$ cat config.mk
export PLATFORM = sky130hd
export DESIGN_NAME = board_top
export DESIGN_NICKNAME = d
export VERILOG_FILES = /design/src/rtl/board_pkg.sv /design/src/rtl/reset_gen.sv /design/src/rtl/dip_decode.sv /design/src/rtl/input_capture.sv /design/src/rtl/input_map.sv /design/src/rtl/board_top.sv
export SDC_FILE = /design/constraint.sdc
export NUM_CORES = 1
export LEC_CHECK = 0
export ABC_AREA = 1
export BUFFER_PORTS_ARGS = -buffer_cell sky130_fd_sc_hd__buf_4
export CAP_MARGIN = 20
export CORE_ASPECT_RATIO = 1.1
export CORE_MARGIN = 3
export CORE_UTILIZATION = 27
export DETAILED_ROUTE_END_ITERATION = 10
export GPL_TIMING_DRIVEN = 1
export MAX_ROUTING_LAYER = met4
export PLACE_DENSITY = 0.54
export SYNTH_ARGS = -nofsm -noshare
export SYNTH_HDL_FRONTEND = slang
export SYNTH_SLANG_ARGS = --single-unit
$ cat constraint.sdc
create_clock -name clk_sys -period 3.35 [get_ports clk_sys]
set_input_delay 0.5025 -clock clk_sys [delete_from_list [all_inputs] [get_ports clk_sys]]
set_output_delay 0.5025 -clock clk_sys [all_outputs]
set_load 0.02 [all_outputs]
$ cat src/rtl/board_pkg.sv
// Shared widths for the arcade board input section
// Button positions in the board joystick word and the host status field map

package board_pkg;

    // Joystick words
    localparam int JOY_W       = 10;  // Game side field
    localparam int BOARD_JOY_W = 16;  // Board side word
    localparam int DIR_W       = 4;   // Up/down/left/right at the bottom

    // Button positions, shifted up by one when the game uses three buttons
    localparam int START1_BASE = 6;
    localparam int START2_BASE = 7;
    localparam int COIN_BASE   = 8;
    localparam int PAUSE_BASE  = 9;

    // Host status word
    localparam int STATUS_W = 32;

    localparam int ST_ROTATE_BIT = 2;  // Also drives rot_control
    localparam int ST_FLIP_BIT   = 3;
    localparam int ST_TEST_BIT   = 4;
    localparam int ST_PAUSE_BIT  = 5;  // Pause requested from the OSD
    localparam int ST_FX_LSB     = 6;  // Two bit FX level
    localparam int ST_NOFM_BIT   = 8;
    localparam int ST_NOPSG_BIT  = 9;

endpackage

$ cat src/rtl/reset_gen.sv
// Game reset generator with retriggerable counter
// Four-phase rst_req/rst_ack handshake and delayed active low game reset

module reset_gen #(
    parameter logic [7:0] GAME_RST_LEN = 8'd16
) (
    input  logic clk_sys,
    input  logic rst,
    input  logic downloading,
    input  logic dip_flip,
    input  logic rst_req,
    output logic rst_ack,
    output logic game_rst,
    output logic game_rst_n
);

    logic       last_dip_flip;
    logic [7:0] rst_cnt;
    logic       req_busy;    // Request taken, reset still running
    logic       pre_rst_n;
    logic       flip_chg;
    logic       req_accept;
    logic       trigger;

    assign flip_chg   = last_dip_flip != dip_flip;
    assign req_accept = rst_req & ~rst_ack & ~req_busy;  // Only from the idle phase
    assign trigger    = rst | downloading | flip_chg | req_accept;

    // Counter restarts on every trigger
    always_ff @(posedge clk_sys) begin
        last_dip_flip <= dip_flip;
        if (trigger) begin
            rst_cnt  <= 8'd0;
            game_rst <= 1'b1;
        end else if (rst_cnt != GAME_RST_LEN - 8'd1) begin
            rst_cnt <= rst_cnt + 8'd1;
        end else begin
            game_rst <= 1'b0;
        end
    end

    // Handshake with the host
    always_ff @(posedge clk_sys) begin
        if (rst) begin
            req_busy <= 1'b0;
            rst_ack  <= 1'b0;
        end else begin
            if (req_accept) begin
                req_busy <= 1'b1;
            end else if (req_busy && !game_rst && rst_req) begin
                req_busy <= 1'b0;  // Reset done, acknowledge
                rst_ack  <= 1'b1;
            end else if (req_busy && !rst_req) begin
                req_busy <= 1'b0;  // Host gave up early
            end
            if (rst_ack && !rst_req)
                rst_ack <= 1'b0;
        end
    end

    // Trigger term keeps game_rst_n low on the same edge game_rst rises
    always_ff @(posedge clk_sys) begin
        if (trigger || game_rst) begin
            pre_rst_n  <= 1'b0;
            game_rst_n <= 1'b0;
        end else begin
            pre_rst_n  <= 1'b1;
            game_rst_n <= pre_rst_n;
        end
    end

endmodule

$ cat src/rtl/dip_decode.sv
// Host status word register and DIP/OSD field decode

module dip_decode (
    input  logic                          clk_sys,
    input  logic                          rst,
    input  logic [board_pkg::STATUS_W-1:0] status,
    input  logic                          game_pause,
    output logic                          rot_control,
    output logic [1:0]                    rotate,
    output logic                          dip_flip,
    output logic                          dip_test,
    output logic                          dip_pause,
    output logic [1:0]                    dip_fxlevel,
    output logic                          enable_fm,
    output logic                          enable_psg
);

    import board_pkg::*;

    always_ff @(posedge clk_sys) begin
        if (rst) begin
            rot_control <= 1'b0;
            rotate      <= 2'b00;
            dip_flip    <= 1'b0;
            dip_test    <= 1'b0;
            dip_pause   <= 1'b1;  // Running
            dip_fxlevel <= 2'd0;
            enable_fm   <= 1'b1;
            enable_psg  <= 1'b1;
        end else begin
            rot_control <= status[ST_ROTATE_BIT];
            rotate      <= {status[ST_FLIP_BIT], status[ST_ROTATE_BIT]};
            dip_flip    <= status[ST_FLIP_BIT];
            dip_test    <= status[ST_TEST_BIT];
            // Active low, either pause source stops the game
            dip_pause   <= ~(game_pause | status[ST_PAUSE_BIT]);
            dip_fxlevel <= status[ST_FX_LSB +: 2];
            enable_fm   <= ~status[ST_NOFM_BIT];
            enable_psg  <= ~status[ST_NOPSG_BIT];
        end
    end

endmodule

$ cat src/rtl/input_capture.sv
// Joystick input pipeline, stages 1 and 2
// Board word sync, button extraction and pause edge detect

module input_capture #(
    parameter int THREE_BUTTONS = 0
) (
    input  logic                             clk_sys,
    input  logic                             rst,
    input  logic [board_pkg::BOARD_JOY_W-1:0] board_joystick1,
    input  logic [board_pkg::BOARD_JOY_W-1:0] board_joystick2,
    output logic [board_pkg::JOY_W-1:0]       cap_joy1,
    output logic [board_pkg::JOY_W-1:0]       cap_joy2,
    output logic [1:0]                        cap_coin,
    output logic [1:0]                        cap_start,
    output logic                              pause_edge
);

    import board_pkg::*;

    localparam int START1_BIT = START1_BASE + THREE_BUTTONS;
    localparam int START2_BIT = START2_BASE + THREE_BUTTONS;
    localparam int COIN_BIT   = COIN_BASE + THREE_BUTTONS;
    localparam int PAUSE_BIT  = PAUSE_BASE + THREE_BUTTONS;

    logic [BOARD_JOY_W-1:0] joy1_sync;
    logic [BOARD_JOY_W-1:0] joy2_sync;
    logic                   joy_pause;
    logic                   last_pause;

    assign joy_pause = joy1_sync[PAUSE_BIT] | joy2_sync[PAUSE_BIT];

    // Stage 1
    always_ff @(posedge clk_sys) begin
        joy1_sync <= board_joystick1;
        joy2_sync <= board_joystick2;
    end

    // Stage 2 payload
    always_ff @(posedge clk_sys) begin
        cap_joy1  <= joy1_sync[JOY_W-1:0];
        cap_joy2  <= joy2_sync[JOY_W-1:0];
        cap_coin  <= {joy2_sync[COIN_BIT], joy1_sync[COIN_BIT]};
        cap_start <= {joy1_sync[START2_BIT] | joy2_sync[START2_BIT],
                      joy1_sync[START1_BIT] | joy2_sync[START1_BIT]};
    end

    // Stage 2 pause edge, one pulse per press
    always_ff @(posedge clk_sys) begin
        if (rst) begin
            last_pause <= 1'b0;
            pause_edge <= 1'b0;
        end else begin
            last_pause <= joy_pause;
            pause_edge <= joy_pause & ~last_pause;
        end
    end

endmodule

$ cat src/rtl/input_map.sv
// Joystick input pipeline, stage 3
// Rotation, polarity, game output register and pause toggle

module input_map #(
    parameter logic INPUTS_ACTIVE_LOW = 1'b1
) (
    input  logic                       clk_sys,
    input  logic                       rst,
    input  logic [board_pkg::JOY_W-1:0] cap_joy1,
    input  logic [board_pkg::JOY_W-1:0] cap_joy2,
    input  logic [1:0]                  cap_coin,
    input  logic [1:0]                  cap_start,
    input  logic                        pause_edge,
    input  logic                        rot_control,
    output logic [board_pkg::JOY_W-1:0] game_joystick1,
    output logic [board_pkg::JOY_W-1:0] game_joystick2,
    output logic [1:0]                  game_coin,
    output logic [1:0]                  game_start,
    output logic                        game_service,
    output logic                        game_pause
);

    import board_pkg::*;

    logic [JOY_W-1:0] joy1_rot;
    logic [JOY_W-1:0] joy2_rot;

    // Swap bits 0/1 and 2/3 for a rotated screen
    function automatic logic [JOY_W-1:0] rotate_dirs(input logic [JOY_W-1:0] joy,
                                                     input logic rot);
        logic [JOY_W-1:0] swapped;
        swapped = {joy[JOY_W-1:DIR_W], joy[2], joy[3], joy[0], joy[1]};
        return rot ? swapped : joy;
    endfunction

    assign joy1_rot = rotate_dirs(cap_joy1, rot_control);
    assign joy2_rot = rotate_dirs(cap_joy2, rot_control);

    // No service source left on this board
    assign game_service = INPUTS_ACTIVE_LOW;

    always_ff @(posedge clk_sys) begin
        if (rst) begin
            game_joystick1 <= {JOY_W{INPUTS_ACTIVE_LOW}};  // Idle level
            game_joystick2 <= {JOY_W{INPUTS_ACTIVE_LOW}};
            game_coin      <= {2{INPUTS_ACTIVE_LOW}};
            game_start     <= {2{INPUTS_ACTIVE_LOW}};
            game_pause     <= 1'b0;
        end else begin
            game_joystick1 <= {JOY_W{INPUTS_ACTIVE_LOW}} ^ joy1_rot;
            game_joystick2 <= {JOY_W{INPUTS_ACTIVE_LOW}} ^ joy2_rot;
            game_coin      <= {2{INPUTS_ACTIVE_LOW}} ^ cap_coin;
            game_start     <= {2{INPUTS_ACTIVE_LOW}} ^ cap_start;
            if (pause_edge)
                game_pause <= ~game_pause;
        end
    end

endmodule

$ cat src/rtl/board_top.sv
// Board input and reset section top level
// Reset generator, DIP decode and the three stage joystick pipeline

module board_top #(
    parameter int         THREE_BUTTONS     = 0,
    parameter logic       INPUTS_ACTIVE_LOW = 1'b1,
    parameter logic [7:0] GAME_RST_LEN      = 8'd16
) (
    input  logic                             clk_sys,
    input  logic                             rst,
    input  logic                             downloading,
    input  logic                             rst_req,
    input  logic [board_pkg::STATUS_W-1:0]    status,
    input  logic [board_pkg::BOARD_JOY_W-1:0] board_joystick1,
    input  logic [board_pkg::BOARD_JOY_W-1:0] board_joystick2,
    output logic                              rst_ack,
    output logic                              game_rst,
    output logic                              game_rst_n,
    output logic [board_pkg::JOY_W-1:0]       game_joystick1,
    output logic [board_pkg::JOY_W-1:0]       game_joystick2,
    output logic [1:0]                        game_coin,
    output logic [1:0]                        game_start,
    output logic                              game_service,
    output logic                              game_pause,
    output logic [1:0]                        rotate,
    output logic                              dip_flip,
    output logic                              dip_test,
    output logic                              dip_pause,
    output logic [1:0]                        dip_fxlevel,
    output logic                              enable_fm,
    output logic                              enable_psg
);

    logic [board_pkg::JOY_W-1:0] cap_joy1;
    logic [board_pkg::JOY_W-1:0] cap_joy2;
    logic [1:0]                  cap_coin;
    logic [1:0]                  cap_start;
    logic                        pause_edge;
    logic                        rot_control;

    reset_gen #(
        .GAME_RST_LEN(GAME_RST_LEN)
    ) u_reset_gen (
        .clk_sys    (clk_sys),
        .rst        (rst),
        .downloading(downloading),
        .dip_flip   (dip_flip),     // Flip change restarts the game
        .rst_req    (rst_req),
        .rst_ack    (rst_ack),
        .game_rst   (game_rst),
        .game_rst_n (game_rst_n)
    );

    dip_decode u_dip_decode (
        .clk_sys    (clk_sys),
        .rst        (rst),
        .status     (status),
        .game_pause (game_pause),
        .rot_control(rot_control),
        .rotate     (rotate),
        .dip_flip   (dip_flip),
        .dip_test   (dip_test),
        .dip_pause  (dip_pause),
        .dip_fxlevel(dip_fxlevel),
        .enable_fm  (enable_fm),
        .enable_psg (enable_psg)
    );

    input_capture #(
        .THREE_BUTTONS(THREE_BUTTONS)
    ) u_input_capture (
        .clk_sys        (clk_sys),
        .rst            (rst),
        .board_joystick1(board_joystick1),
        .board_joystick2(board_joystick2),
        .cap_joy1       (cap_joy1),
        .cap_joy2       (cap_joy2),
        .cap_coin       (cap_coin),
        .cap_start      (cap_start),
        .pause_edge     (pause_edge)
    );

    input_map #(
        .INPUTS_ACTIVE_LOW(INPUTS_ACTIVE_LOW)
    ) u_input_map (
        .clk_sys       (clk_sys),
        .rst           (rst),
        .cap_joy1      (cap_joy1),
        .cap_joy2      (cap_joy2),
        .cap_coin      (cap_coin),
        .cap_start     (cap_start),
        .pause_edge    (pause_edge),
        .rot_control   (rot_control),
        .game_joystick1(game_joystick1),
        .game_joystick2(game_joystick2),
        .game_coin     (game_coin),
        .game_start    (game_start),
        .game_service  (game_service),
        .game_pause    (game_pause)
    );

endmodule

* After elaboration in Yosys (flattened, before gate mapping)
Cells that the tools add are included.
Operators by class: bitwise gates (word level) 22, multiplexer cells 6, reduce and logical (&&, ||, !) cells 10, add/sub/neg operators 1, equality and inequality tests 2
Operator list (count):
- inverter 10 bit | 2
- adder 8 x 1 -> 8 bit, second input constant | 1
- two-way mux 4 bit | 2
- inequality test 8 x 4 -> 1 bit, second input constant | 1
- inverter 1 bit | 8
- OR 1 bit | 7
- logical AND 1 bit | 4
- two-way mux 1 bit | 4
- inverter 2 bit | 2
- bitwise AND 1 bit | 3
- nonzero test 3 bit | 1
- logical NOT 1 bit | 2
- AND reduction 2 bit | 1
- OR reduction 2 bit | 1
- logical OR 1 bit | 1
- inequality test 1 bit | 1
Word-level totals: logic and storage cells 69, register bits after elaboration 95, output and inout port bits 38

* Longest topological paths before layout
Gate-level depths: netlist of run 1.
word-level depth 6, depth in mapped cells 6

* By module
A second synthesis of run 1 with hierarchy kept.
Second synthesis, totals: cells, all modules 250, area, all modules 2582.5 um^2
Modules (own cells, without submodules):
- input_capture | seq. area each 880.8 um^2, area each 925.9 um^2, instances 1, cells each 51
- input_map | seq. area each 500.5 um^2, area each 787.0 um^2, instances 1, cells each 84
- reset_gen | seq. area each 280.3 um^2, area each 636.9 um^2, instances 1, cells each 91
- dip_decode | seq. area each 160.2 um^2, area each 232.7 um^2, instances 1, cells each 24

* Worst setup path before layout of run 1
No wires, ideal clock.
kind register to output, start reg, netlist name u_dip_decode.dip_flip, end out rotate[1], path buffers 1, setup slack 2195 ps, stages on the path, launching flop included 2, arrival time 653 ps, path through dfxtp_1 -> buf_4
RTL lines:
- end: declaration | RTL line board_top.sv:25 | output logic [1:0] rotate,

* Worst setup path after layout of run 1
start reg u_dip_decode.rotate[0], end out rotate[0]
RTL lines:
- start: declaration | RTL line dip_decode.sv:9 | output logic [1:0] rotate,
- start signal: assignment | RTL line dip_decode.sv:32 | rotate <= {status[ST_FLIP_BIT], status[ST_ROTATE_BIT]};
No word-level cell between the ends.

==> flow_results.org, run 1 <==
** Run status
- Result of the run :: finished, final reports clean

** Clock network
- Buffers added to address setup during post-CTS repair amount to 0.
- For the worst-skew pair, the clock arrives at the later sink with an insertion delay of 0.35 ns.
- TritonCTS built the clock tree.
- The H-tree generated during clock tree synthesis spans 3 levels.
- Clock slew seen by the registers of the worst setup and hold paths :: ~0.1 ns
- Number of clock buffers inserted by TritonCTS :: 9
- Number of gates resized after cts :: 0
- The clock net in this run drives a total of 89 sinks.
- Root buffer cell :: sky130_fd_sc_hd__clkbuf_8
- Number of hold buffers added after cts :: 0
- Worst-case clock buffer depth :: 2

** Placed design
- The HPWL after detailed placement is around 3.1 mm.
- Gpl congestion :: 0.664
- Pre-CTS setup slack :: around 1.7 ns
- Total instance count after detailed placement :: 399
- In this run the tool buffered the top-level ports with slightly below 70 buffer cells.

** Synthesis
- In the post-synthesis netlist, the cell with the most instances is sky130_fd_sc_hd__dfxtp_1.
- Yosys top cell by area :: sky130_fd_sc_hd__dfxtp_1
- For this run, the register share of the synthesized area comes to roughly 72%.
- Number of synthesized register bits :: slightly below 90
- In this run the biggest area consumer among cell types represents 72.2% of the synthesized area.
- For this run, asynchronously set or reset flops after synthesis account for 0%.
- Predominant post-synthesis flop cell :: sky130_fd_sc_hd__dfxtp_1
- Sorting the synthesized cells by area gives the leading types as sky130_fd_sc_hd__dfxtp_1, sky130_fd_sc_hd__nand2_1, sky130_fd_sc_hd__inv_1.
- For this run, the number of Yosys warnings is 0.
- In the synthesized netlist, the number of instances is 229.
- Yosys mapped a number of flops with a built-in enable equal to 0.
- After synthesis, the netlist uses 24 different library cells.
- A synthesized cell averages approximately 11 um2.
- Most frequent cells after synthesis :: sky130_fd_sc_hd__dfxtp_1, sky130_fd_sc_hd__nand2_1, sky130_fd_sc_hd__inv_1, sky130_fd_sc_hd__nor2_1, sky130_fd_sc_hd__a21oi_1
- After synthesis the cells add up to between 2000 and 2500 um2.
- Net count of the mapped netlist :: 298

** Floorplanning
- Floorplan core area :: ~8600 um2
- From bottom edge to top edge, the die measures 106 um.
- Measured along the x axis, the die boundary spans around 97 um.
- The die covers just over 10000 um2.
- Once the floorplan was initialized, standard cells occupied between 20% and 30% of the core.
- The floorplan has 35 rows.
- Pin placement for this block handled about 110 I/O pins.

** Worst setup path
- On the critical path the largest part of the delay comes from flip-flops.
- Data arrives at the worst endpoint at approximately 1.1 ns.
- Startpoint of the lowest-slack register-to-register path :: u_reset_gen.rst_cnt[1]$_SDFFE_PP0P_
- The worst setup path is of the reg2out kind.
- R2R Path End :: u_reset_gen.rst_cnt[1]$_SDFFE_PP0P_
- In this run the number of cells on the critical path is 1.
- Launching instance or port of the critical path :: u_dip_decode.rotate[0]$_SDFF_PP0_
- The signal on the critical path passes through buf_4.
- Data required time at the worst endpoint :: 2.85 ns
- Worst-path maximum fanout :: 10
- FF-to-FF path depth :: 6
- Worst R2R Setup Slack :: 2.10 ns
- Startpoint type of the worst setup path :: flip-flop
- In this run the worst setup path terminates at rotate[0].
- Together, buffers and inverters on the worst path number 1.
- STA classifies the critical path endpoint as an output port.
- On the critical path, the stage with the largest delay is an instance of sky130_fd_sc_hd__dfxtp_1.
- In this design, the stage delay of the slowest critical-path cell is 0.53 ns.

** Drt
- Residual DRC count :: 0
- Remaining antenna violation count :: 0
- Total detailed-routing wirelength :: approximately 4.4 mm
- DRT iter0 DRCs :: between 40 and 50
- In the final routed layout, each cell accounts on average for approximately 11 um.
- Detailed-route via count :: about 1600
- The first detailed-routing pass took 4 iterations.
- Routed vias/inst :: around 3.9

** Timing
- Setup slack on the critical path of the routed design comes to approximately 1.8 ns.
- The worst path in the final design needs a cycle of 1.58 ns, including I/O delays and setup.
- In the finished design, the share of the clock period the worst path needs comes to 47.2%.
- Final hold viol count :: 0
- For the final database, setup skew stands at 0.0103 ns.
- Highest clock rate :: 632 MHz
- Worst slew slack as a fraction of its limit :: between 60% and 70%
- Slew Limit Fails :: 0
- Setup violations remaining at the end of the flow were counted as 0.
- For the pin with the worst max-slew slack, the measured transition is about 0.52 ns.
- After routing, the total negative slack on setup checks comes to 0 ns.
- Across all hold checks on the routed design, the worst slack comes to 0.248 ns.
- Setup repair after global routing missed its margin :: false

** Final layout
- Area Growth Syn to Fin :: 30.9%
- 0 antenna diodes ended up in the layout.
- Final net count :: around 370
- Final Instance Count excl. Fillers :: a little over 400
- Fraction of final layout cells with drive strength greater than 1 :: between 30% and 40%
- Once layout is complete, the utilization of the core stands at a little under two fifths.

** GRT
- Via count of the first global-routing pass :: roughly 1500
- The first global-routing pass estimated around 7 mm of wire.
- The initial antenna violation count is 0.
- For this run, the total global-route usage over all layers was measured as under 10%.
- For this run the aggregate overflow at the end of global routing stands at 0.
- Entering global routing, the biggest net connects 20 pins.

** Power and ir drop
- VDD IR max :: roughly 0.27 mV
- Power per cell area :: 600 nW/um2
- The analysis attributes to cell leakage a power of ~0.0014 uW.

** Hold path
- Counting instances, the worst hold path has a depth of 1.
- Worst hold-check path type :: in2reg

** Flow run
- Max-cap violations in this run came to 0.
==> cell usage in the layout (no fill, tap or decap) <==
cell	count
sky130_fd_sc_hd__nand3_2	2
sky130_fd_sc_hd__o21bai_1	2
sky130_fd_sc_hd__a21oi_2	1
sky130_fd_sc_hd__clkinvlp_4	2
sky130_fd_sc_hd__conb_1	1
sky130_fd_sc_hd__inv_6	2
sky130_fd_sc_hd__a21oi_1	12
sky130_fd_sc_hd__clkbuf_8	9
sky130_fd_sc_hd__nor2_1	22
sky130_fd_sc_hd__nand4_1	2
sky130_fd_sc_hd__dfxtp_1	89
sky130_fd_sc_hd__o21ai_0	11
sky130_fd_sc_hd__xnor2_1	3
sky130_fd_sc_hd__ha_1	1
sky130_fd_sc_hd__buf_4	68
sky130_fd_sc_hd__nor2_2	2
sky130_fd_sc_hd__inv_2	1
sky130_fd_sc_hd__inv_8	1
sky130_fd_sc_hd__clkbuf_1	1
sky130_fd_sc_hd__nand2_1	37
sky130_fd_sc_hd__nand4_2	1
sky130_fd_sc_hd__inv_1	22
sky130_fd_sc_hd__clkinv_2	1
sky130_fd_sc_hd__or2_2	2
sky130_fd_sc_hd__nor3_1	1
sky130_fd_sc_hd__nor2_4	3
sky130_fd_sc_hd__clkinv_1	1
sky130_fd_sc_hd__nand3_1	4
==> where the power goes <==
part | leakage, uW | internal [uW] | switching [uW] | total (uW)
logic | 0.000578 | 65.9 | 71.1 | 137
clock network | 0.0000852 | 279 | 393 | 672
registers | 0.000744 | 1110 | 18.3 | 1130
==> how the worst min path moves through the flow <==
stage                                               startpoint  slack [ns]                              endpoint
after global routing                        board_joystick2[6]        0.22  u_input_capture.joy2_sync[6]$_DFF_P_
after CTS                                   board_joystick2[8]        0.23  u_input_capture.joy2_sync[8]$_DFF_P_
after global placement    u_input_capture.joy1_sync[0]$_DFF_P_        0.31   u_input_capture.cap_joy1[0]$_DFF_P_
final                                       board_joystick2[8]        0.25  u_input_capture.joy2_sync[8]$_DFF_P_
after floorplan           u_input_capture.joy1_sync[0]$_DFF_P_        0.31   u_input_capture.cap_joy1[0]$_DFF_P_
after detailed placement  u_input_capture.joy1_sync[0]$_DFF_P_        0.31   u_input_capture.cap_joy1[0]$_DFF_P_
==> cell type report <==
class | instances | area [um2]
clock buffers | 10 | 128
clock inverters | 6 | 48.8
fillers | 850 | 5400
inverters | 24 | 90.1
multi-input cells | 107 | 532
flip-flops and latches | 89 | 1780
well taps | 111 | 139
repair buffers | 68 | 510
==> registers in the layout, indices dropped and copies added (netlist names), 2 cells and up <==
name,flops
u_input_map.game_joystick2,10
u_input_map.game_joystick1,9
u_input_capture.cap_start,2
u_input_capture.cap_joy2,10
u_input_capture.joy2_sync,10
u_input_capture.cap_joy1,10
u_input_capture.joy1_sync,10
u_dip_decode.dip_fxlevel,2
u_reset_gen.rst_cnt,8
u_input_map.game_start,2
==> stage by stage <==
step	cell area [um2]	total power (uW)
after detailed placement	3050	1290
after CTS	3230	1970
final	3230	1940
after global routing	3230	2030
after global placement	3050	1290
after floorplan	2470	1220
==> per-layer routing <==
layer | vias up | share of wire, % | GRT usage, %
met5 | - | 0 | -
met1 | 721 | 44 | 10.4
met4 | 0 | 2.1 | 5.72
li1 | 842 | - | -
met2 | 40 | 50 | 14.6
met3 | 7 | 3.8 | 2.30
==> logic make-up after synthesis <==
kind of cell / share of synthesized area (%)
AOI/OAI and AO/OA: 5.63
xor gates and xnor gates: 1.07
adders and majority gates: 0.507
buffers and inverters: 6.24
DFF: 72.2
other: 0.152
and+or+nand+nor: 14.2
(Power assumes the default switching activity.)
==> run 2, diff against run 1 <==
Settings changed: ABC_AREA 1 to 0.
Clock period 3.35 ns to 1.55 ns, I/O delays scaled along.
==> flow_results.org, run 2 <==
** Run status
- Result of the run :: finished, final reports clean

** Timing
- Worst Clk Skew :: 0.00831 ns (-0.00203 ns)
- For this run, the top clock speed supported by timing is between 700 and 800 MHz.
- For the finished layout, the period the worst path requires is 1.42 ns.
- The number of endpoints with negative hold slack in the final report is 0 (unchanged).
- Total Negative Setup Slacks :: 0 ns (unchanged)
- Slew Limit Fails :: 0 (unchanged)
- Setup repair after global routing left no endpoint under its margin.
- Worst hold-check slack :: 0.0443 ns (-0.203 ns)
- Endpoints failing setup :: 0 (unchanged)
- The setup slack of the critical path after layout was 0.129 ns (-1.64 ns).
- Of the available clock period, the critical path in the final layout requires between 90 and 100%.

** Final layout
- Highest-count cells in the layout ignoring fill and taps :: sky130_fd_sc_hd__dfxtp_1, sky130_fd_sc_hd__buf_4, sky130_fd_sc_hd__dlygate4sd3_1
- Area Growth Syn to Fin :: 39.8%
- Fraction of final layout cells with drive strength greater than 1 :: 36.1% (+4.9 points)
- The diode insertion count for antenna repair came to 0 (unchanged).
- The final instance area was 3440 um2 (+6.6%).
- Leaving out fill and tap cells, the most frequent cell in the layout is sky130_fd_sc_hd__dfxtp_1.
- Number of fillers in the final layout :: 852 (+0.24%)
- Final net count :: 352 (-4.3%)

** Power and ir drop
- The fraction of power consumed by sequential logic came to 58.1% (about the same).
- Pint :: 3200 uW (+120%)
- Switching Power :: 1000 uW (+110%)
- The maximum vdd ir drop is 0.483 mV (+81%).
- The share of power burned in combinational logic was 7.8% (+0.7 points).
- The fraction of power consumed by the clock network is 34.1% (-0.6 points).
- Fraction of power spent switching nets :: 23.9% (-1.0 points)
- The power density over cell area came to 1220 nW/um2 (+100%).
- The static leakage power was 0.00144 uW (+2.5%).

** Synthesis
- The area share of and/or/nand/nor cells after synthesis is 15.8% (+1.6 points).
- Count leader, synth :: sky130_fd_sc_hd__dfxtp_1
- The most used flip-flop cell after synthesis is sky130_fd_sc_hd__dfxtp_1.
- The gate count of the mapped netlist was 192 (-16%).
- The count of distinct cell types in the synthesized netlist is 33 (+38%).
- Most frequent cells after synthesis :: sky130_fd_sc_hd__dfxtp_1, sky130_fd_sc_hd__nand2b_1, sky130_fd_sc_hd__or2_2
- Synthesized cell area :: 2460 um2 (-0.20%)
- The adder and majority cell fraction of the synthesized area came to 0.508% (+0.0010 points).
- By area, the combinational part of the netlist is dominated by simple AND/OR/NAND/NOR gates.
- Post-synth ARST share :: 0% (unchanged)
- The number of synthesis warnings came to 0 (unchanged).
- The post-synthesis compound-gate area fraction is 4.22% (-1.4 points).
- The number of enable-type register cells in the synthesized netlist was 0 (unchanged).
- Synth top area share :: 72.4% (+0.15 points)
- The synthesized net count was 261 (-12%).
- Part of the Yosys area used for sequential elements :: 72.4% (+0.15 points)
- The xor/xnor share of the synthesized area came to 1.07% (+0.0022 points).
- Ranked by total cell area, the synthesized netlist is headed by sky130_fd_sc_hd__dfxtp_1, sky130_fd_sc_hd__nand2b_1, sky130_fd_sc_hd__mux2i_1.
- The biggest area contributor in the post-synthesis netlist is sky130_fd_sc_hd__dfxtp_1.
- Share of cell area taken by muxes after synthesis :: 3.25% (+3.3 points)
- The flip-flop and latch count after synthesis is 89 (unchanged).
- The average footprint of a synthesized cell is 12.8 um2 (+19%).

** Worst setup path
- The most critical setup path has its endpoint at u_reset_gen.rst_cnt[7]$_SDFFE_PP0P_.
- Worst R2R Setup Slack :: 0.13 ns (-1.97 ns)
- The worst setup path is captured at a flip-flop.
- The worst path required time was 1.82 ns (-1.03 ns).
- The endpoint identified for the worst register-to-register timing path is u_reset_gen.rst_cnt[7]$_SDFFE_PP0P_.
- Worst-path maximum fanout :: 11 (+1)
- The length in cells of the worst reg-to-reg path came to 3 (-3).
- In this run the critical register-to-register path is launched from u_dip_decode.dip_flip$_SDFF_PP0_.
- The most critical setup path has its startpoint at u_dip_decode.dip_flip$_SDFF_PP0_.
- Startpoint type of the worst setup path :: flip-flop
- The arrival time at the worst endpoint is 1.69 ns (+0.61 ns).
- The worst setup path is of the reg2reg kind.

** GRT
- Congestion Overflow GR :: 0 (unchanged)
- The via count of the first global-routing pass came to 1644 (+6.3%).
- The total global routing track utilization came to 9.06% (-0.13 points).
- The met1 usage in global routing came to 9.16% (-1.2 points).
- The met3 track utilization from global routing came to 5.31% (+3.0 points).
- Routing usage on met2 :: 14.6% (-0.049 points)
- The pin count of the biggest net entering global routing was 35 (+75%).
- GRT busiest layer :: met2
- The initial antenna violation count came to 0 (unchanged).
- First-pass GRT wire length :: 7.25 mm (+0.96%)

** Placed design
- The total placed instance area was 3060 um2 (+0.29%).
- The minimum setup slack after placement came to 0.0799 ns (-1.59 ns).
- Gpl congestion :: 0.710 (+6.9%)
- Half-perimeter wire length after placement :: 2.85 mm (-9.2%)
- Port Buffers :: 68 (unchanged)

** Clock network
- H-tree depth reported by CTS :: 3 (unchanged)
- Post-CTS setup buffer count :: 0 (unchanged)
- Clk_lat worst skew :: 0.34 ns (about the same)
- Clock slew seen by the registers of the worst setup and hold paths :: 0.09 ns (about the same)
- Root buffer cell :: sky130_fd_sc_hd__clkbuf_8
- The maximum number of buffers from clock root to sink was 2 (unchanged).
- The CTS buffer count was 9 (unchanged).
- CTS tree :: done
- Clock Sink Count :: 89 (unchanged)

** Drt
- Routed vias/inst :: 4.01 (+3.3%)
- Remaining antenna violation count :: 0 (unchanged)
- The routed wire length per instance is 10.5 um (-1.0%).
- The starting DRC count in detailed routing is 25 (-42%).
- Detailed-route via count :: 1599 (-0.68%)
- Residual DRC count :: 0 (unchanged)
- Total detailed-routing wirelength :: 4.20 mm (-4.9%)
- Number of iterations in the first detailed-routing pass :: 4 (unchanged)

** Floorplanning
- Std-Cell Rows :: 35 (unchanged)
- The top-level port count is 106 (unchanged).
- Die Wd :: 97.1 um (about the same)
- Initial Utilization :: 28.5% (-0.058 points)
- The total die area was 10300 um2 (-0.19%).
- The total core area came to 8630 um2 (unchanged).
- The overall die height is 106 um (about the same).

** Flow run
- The max-cap violation count came to 0 (unchanged).

** Hold path
- In this run the worst hold path is classified as in2reg.
[run 2: cell count changes after synthesis, sizes merged, moves of 9 or more]
cell    previous run  this run
nand2b             0        17
nor2              27         9
inv               23         0
a21oi             13         4
nand2             37         4
[run 2: area by class of cell]
| type | count | area, um2 | area share (%) |
|---|---|---|---|
| Timing Repair Buffer | 90 | 726 | 21.1 |
| Tap cell | 111 | 139 | 4.03 |
| Clock buffer | 10 | 128 | 3.71 |
| Clock inverter | 6 | 51.3 | 1.49 |
| Sequential cell | 89 | 1780 | 51.8 |
| Multi-Input combinational cell | 93 | 617 | 17.9 |
[run 2: power groups by stage]
stage               logic, uW  clock network [uW]  registers (uW)
floorplan                93.7                   0            2540
global placement          291                   0            2490
detailed placement        294                   0            2500
CTS                       334                1510            2440
global route              356                1620            2460
finish                    327                1430            2440
[run 2: metrics by stage]
| step | util [%] | std cells | power (uW) |
|---|---|---|---|
| 5_1_grt | 39.9 | 399 | 4430 |
| 2_1_floorplan | - | 192 | 2640 |
| 3_3_place_gp | 35.5 | 363 | 2790 |
| 4_1_cts | 39.9 | 399 | 4290 |
| 3_5_place_dp | 35.5 | 363 | 2790 |
| 6_report | 39.9 | 399 | 4200 |
[run 2: worst max-delay path, stage by stage (launching register included)]
cell and delay (ns):
sky130_fd_sc_hd__dfxtp_1 0.35, sky130_fd_sc_hd__xor2_1 0.17, sky130_fd_sc_hd__a2111o_2 0.58, sky130_fd_sc_hd__a211oi_1 0.24
[run 2: cells by family after synthesis]
group                    after synthesis
AND/OR/NAND/NOR                       65
multiplexers                           8
buffers and inverters                 10
XOR/XNOR                               3
adder cells (fa/ha/maj)                1
other                                  1
AO/OA/AOI/OAI                         15
flip-flops                            89
[run 2: timing repair]
| item | CTS | global route |
|---|---|---|
| hold buffers | 20 | 0 |
| hold endpoints to repair | 20 | 0 |
| setup endpoints to repair | 0 | 2 |
| resized for setup | 0 | 2 |
[run 2: worst min path at each step]
stage / start / to / slack [ns] / depth (start not counted)
floorplan: board_joystick1[0] / u_input_capture.joy1_sync[0]$_DFF_P_ / 0.26 / 0
global placement: u_input_capture.joy1_sync[1]$_DFF_P_ / u_input_capture.cap_joy1[1]$_DFF_P_ / 0.31 / 0
detailed placement: u_input_capture.joy2_sync[8]$_DFF_P_ / u_input_capture.cap_joy2[8]$_DFF_P_ / 0.31 / 0
CTS: status[9] / u_dip_decode.enable_psg$_SDFF_PP1_ / 0.02 / 2
global route: status[9] / u_dip_decode.enable_psg$_SDFF_PP1_ / 0.02 / 2
finish: status[9] / u_dip_decode.enable_psg$_SDFF_PP1_ / 0.04 / 2
[run 2: layer usage]
metal | vias up | part of all wire [%]
li1 | 803 | -
met1 | 748 | 42
met2 | 44 | 47
met3 | 4 | 9.1
met4 | 0 | 1.3
met5 | - | 0
==> run 3, diff against run 2 <==
Settings changed: CORE_UTILIZATION 27 to 46, PLACE_DENSITY 0.54 to 0.82, SKIP_LAST_GASP from default to 1.
==> flow_results.org, run 3 (synthesis results as in run 2) <==
** Timing
- Worst Clk Skew :: 0.0130 ns (+0.00465 ns)
- The final sum of negative setup slack came to 0 ns (unchanged).
- The total setup violations reported at the end of the flow came to 0 (unchanged).
- Setup repair after global routing missed its margin :: false
- The shortest clock period the worst path allows after layout was 1.44 ns (+0.0220 ns).
- Slew Limit Fails :: 0 (unchanged)
- The worst hold margin was 0.0592 ns (+0.0149 ns).
- The highest clock frequency the design can meet is 693 MHz (-1.5%).
- The number of endpoints with negative hold slack in the final report was 0 (unchanged).
- The final worst-path cycle share came to 93.1% (+1.4 points).

** Final layout
- The share of post-route cells with drive strength above 1 is 35.4% (-0.69 points).
- Final net count :: 352 (unchanged)
- Area Growth Syn to Fin :: 39.3%
- Most common cell after layout, fill and taps aside :: sky130_fd_sc_hd__dfxtp_1
- Highest-count cells in the layout ignoring fill and taps :: sky130_fd_sc_hd__dfxtp_1, sky130_fd_sc_hd__buf_4, sky130_fd_sc_hd__dlygate4sd3_1
- Number of fillers in the final layout :: 359 (-58%)
- Fin util :: 67.3% (+27 points)
- The diode insertion count for antenna repair came to 0 (unchanged).

** Clock network
- Clock slew seen by the registers of the worst setup and hold paths :: 0.09 ns (about the same)
- The maximum number of buffers from clock root to sink is 2 (unchanged).
- H-tree depth reported by CTS :: 3 (unchanged)
- Clk_lat worst skew :: 0.33 ns (about the same)
- The CTS buffer count is 9 (unchanged).
- The number of clock sinks seen by CTS was 89 (unchanged).
- The root buffer cell chosen for the clock tree is sky130_fd_sc_hd__clkbuf_8.
- CTS tree :: done
- Post-CTS setup buffer count :: 0 (unchanged)

** Drt
- Number of iterations in the first detailed-routing pass :: 4 (unchanged)
- The routed wire length per instance came to 11.4 um (+8.1%).
- The count of nets left with antenna violations after detail routing is 0 (unchanged).
- The number of vias per cell came to 4.32 (+7.8%).
- The highest metal layer carrying signal wires in the routed design is met4.
- The sum of met2 wire segment lengths after detailed routing is 1.99 mm (unchanged).
- The total routed wirelength was 4.09 mm (-2.5%).
- Length of routed met3 wiring :: 309 um (-19%)
- The starting DRC count in detailed routing was 53 (+110%).
- Detailed-route via count :: 1555 (-2.8%)
- Residual DRC count :: 0 (unchanged)
- Met1 wire length :: 1.74 mm (-1.9%)

** Floorplanning
- Std-Cell Rows :: 27 (-23%)
- I/O pins :: 106 (unchanged)
- Die Wd :: 75.8 um (-22%)
- The total die area was 6270 um2 (-39%).
- The total core area came to 5100 um2 (-41%).
- Initial Utilization :: 48.3% (+20 points)
- Die outline height :: 82.7 um (-22%)

** Power and ir drop
- VDD IR max :: 1.07 mV (+120%)
- Switching Power :: 942 uW (-6.1%)
- The power density over cell area is 1300 nW/um2 (+6.2%).
- Logic pwr share :: 7.4% (-0.4 points)
- LEAKAGE :: 0.00145 uW (+0.91%)
- The internal power consumption was 3500 uW (+9.6%).
- The fraction of power consumed by the clock network was 37.7% (+3.6 points).
- The fraction of power consumed by sequential logic came to 54.9% (-3.2 points).
- The switching share of power is 21.2% (-2.7 points).

** GRT
- The pin count of the biggest net entering global routing was 35 (unchanged).
- Global-route usage over all layers :: 14.1% (+5.0 points)
- The via count of the first global-routing pass is 1374 (-16%).
- The initial antenna violation count is 0 (unchanged).
- The global-route wire length before repair was 6.20 mm (-15%).
- Congestion Overflow GR :: 0 (unchanged)

** Worst setup path
- The worst register-to-register path begins at u_dip_decode.dip_flip$_SDFF_PP0_.
- The minimum setup slack among reg-to-reg paths came to 0.11 ns (-0.02 ns).
- Startpoint type of the worst setup path :: flip-flop
- CP endpoint kind :: flip-flop
- In this run the critical register-to-register path is captured at u_reset_gen.rst_cnt[7]$_SDFFE_PP0P_.
- Critical path start-end classification :: reg2reg
- FF-to-FF path depth :: 3 (unchanged)
- Arrival time worst endpoint :: 1.70 ns (about the same)
- Following the worst setup path forward leads to its endpoint at u_reset_gen.rst_cnt[7]$_SDFFE_PP0P_.
- The worst path required time came to 1.80 ns (-0.02 ns).
- Worst-path maximum fanout :: 11 (unchanged)
- Launching instance or port of the critical path :: u_dip_decode.dip_flip$_SDFF_PP0_

** Flow run
- Maxcap violations :: 0 (unchanged)

** Placed design
- Gpl congestion :: 0.725 (+2.1%)
- Port Buffers :: 68 (unchanged)
- The half-perimeter wire length after detailed placement was 2.74 mm (-3.6%).

** Run status
- The flow ran to the end, and the final reports show no timing, DRC or antenna violations.

** Hold path
- Worst hold-check path type :: in2reg
run 3: changes by cell type in the layout (fill, tap and decap cells not counted):
| cell | before | now |
|---|---|---|
| sky130_fd_sc_hd__a2111o_1 | 0 | 1 |
| sky130_fd_sc_hd__inv_6 | 2 | 1 |
| sky130_fd_sc_hd__clkinv_4 | 2 | 1 |
| sky130_fd_sc_hd__inv_8 | 1 | 0 |
| sky130_fd_sc_hd__a2111o_2 | 1 | 0 |
| sky130_fd_sc_hd__clkinvlp_4 | 0 | 1 |
| sky130_fd_sc_hd__bufinv_16 | 0 | 2 |
| sky130_fd_sc_hd__dfxtp_1 | 88 | 89 |
| sky130_fd_sc_hd__dfxtp_2 | 1 | 0 |
run 3: timing repair:
item / 4_1_cts / 5_1_grt
endpoints found under the hold margin: 20 / 0
gates resized for setup: 0 / 0
hold buffers: 20 / 0
run 3: power groups by stage:
stage / registers, uW / clock network, uW / logic, uW
2_1_floorplan: 2540 / 0 / 93.7
3_3_place_gp: 2490 / 0 / 284
3_5_place_dp: 2500 / 0 / 291
4_1_cts: 2440 / 1720 / 332
5_1_grt: 2450 / 1830 / 357
6_report: 2440 / 1680 / 328
run 3: per-stage QoR:
step / cell area [um2] / worst slack, ns / power, uW / instances
after global placement: 3010 / 0.146 / 2770 / 324
after floorplan: 2460 / 0.181 / 2640 / 192
final: 3430 / 0.107 / 4440 / 360
after global routing: 3430 / 0.0246 / 4650 / 360
after detailed placement: 3010 / 0.0954 / 2790 / 324
after CTS: 3430 / 0.0986 / 4490 / 360
run 3: metal layers:
layer / up-vias / GRT usage [%]
li1: 804 / -
met1: 696 / 15.3
met2: 49 / 21.1
met3: 6 / 5.81
met4: 0 / 8.74
met5: - / -
run 3: worst max-delay path, stage by stage, from the launching register on:
cell and delay, ns:
sky130_fd_sc_hd__dfxtp_1 0.34, sky130_fd_sc_hd__xor2_1 0.16, sky130_fd_sc_hd__a2111o_1 0.58, sky130_fd_sc_hd__a211oi_1 0.27
run 3: final cells by class:
cell class	count	area (um2)	area share, %
sequential	89	1780	51.9
timing repair buffer	90	726	21.2
multi-input combinational	93	616	17.9
clock buffer	10	128	3.72
clock inverter	6	90.1	2.63
tap	72	90.1	2.63
run 3: worst min-delay path by stage:
stage	startpoint	endpoint	slack (ns)	cells after the start
6_report	status[5]	u_dip_decode.dip_pause$_SDFF_PP1_	0.06	2
5_1_grt	status[5]	u_dip_decode.dip_pause$_SDFF_PP1_	0.03	2
4_1_cts	status[5]	u_dip_decode.dip_pause$_SDFF_PP1_	0.04	2
3_5_place_dp	u_input_capture.joy1_sync[4]$_DFF_P_	u_input_capture.cap_joy1[4]$_DFF_P_	0.31	0
3_3_place_gp	u_input_capture.joy2_sync[8]$_DFF_P_	u_input_capture.cap_joy2[8]$_DFF_P_	0.31	0
2_1_floorplan	board_joystick1[0]	u_input_capture.joy1_sync[0]$_DFF_P_	0.26	0
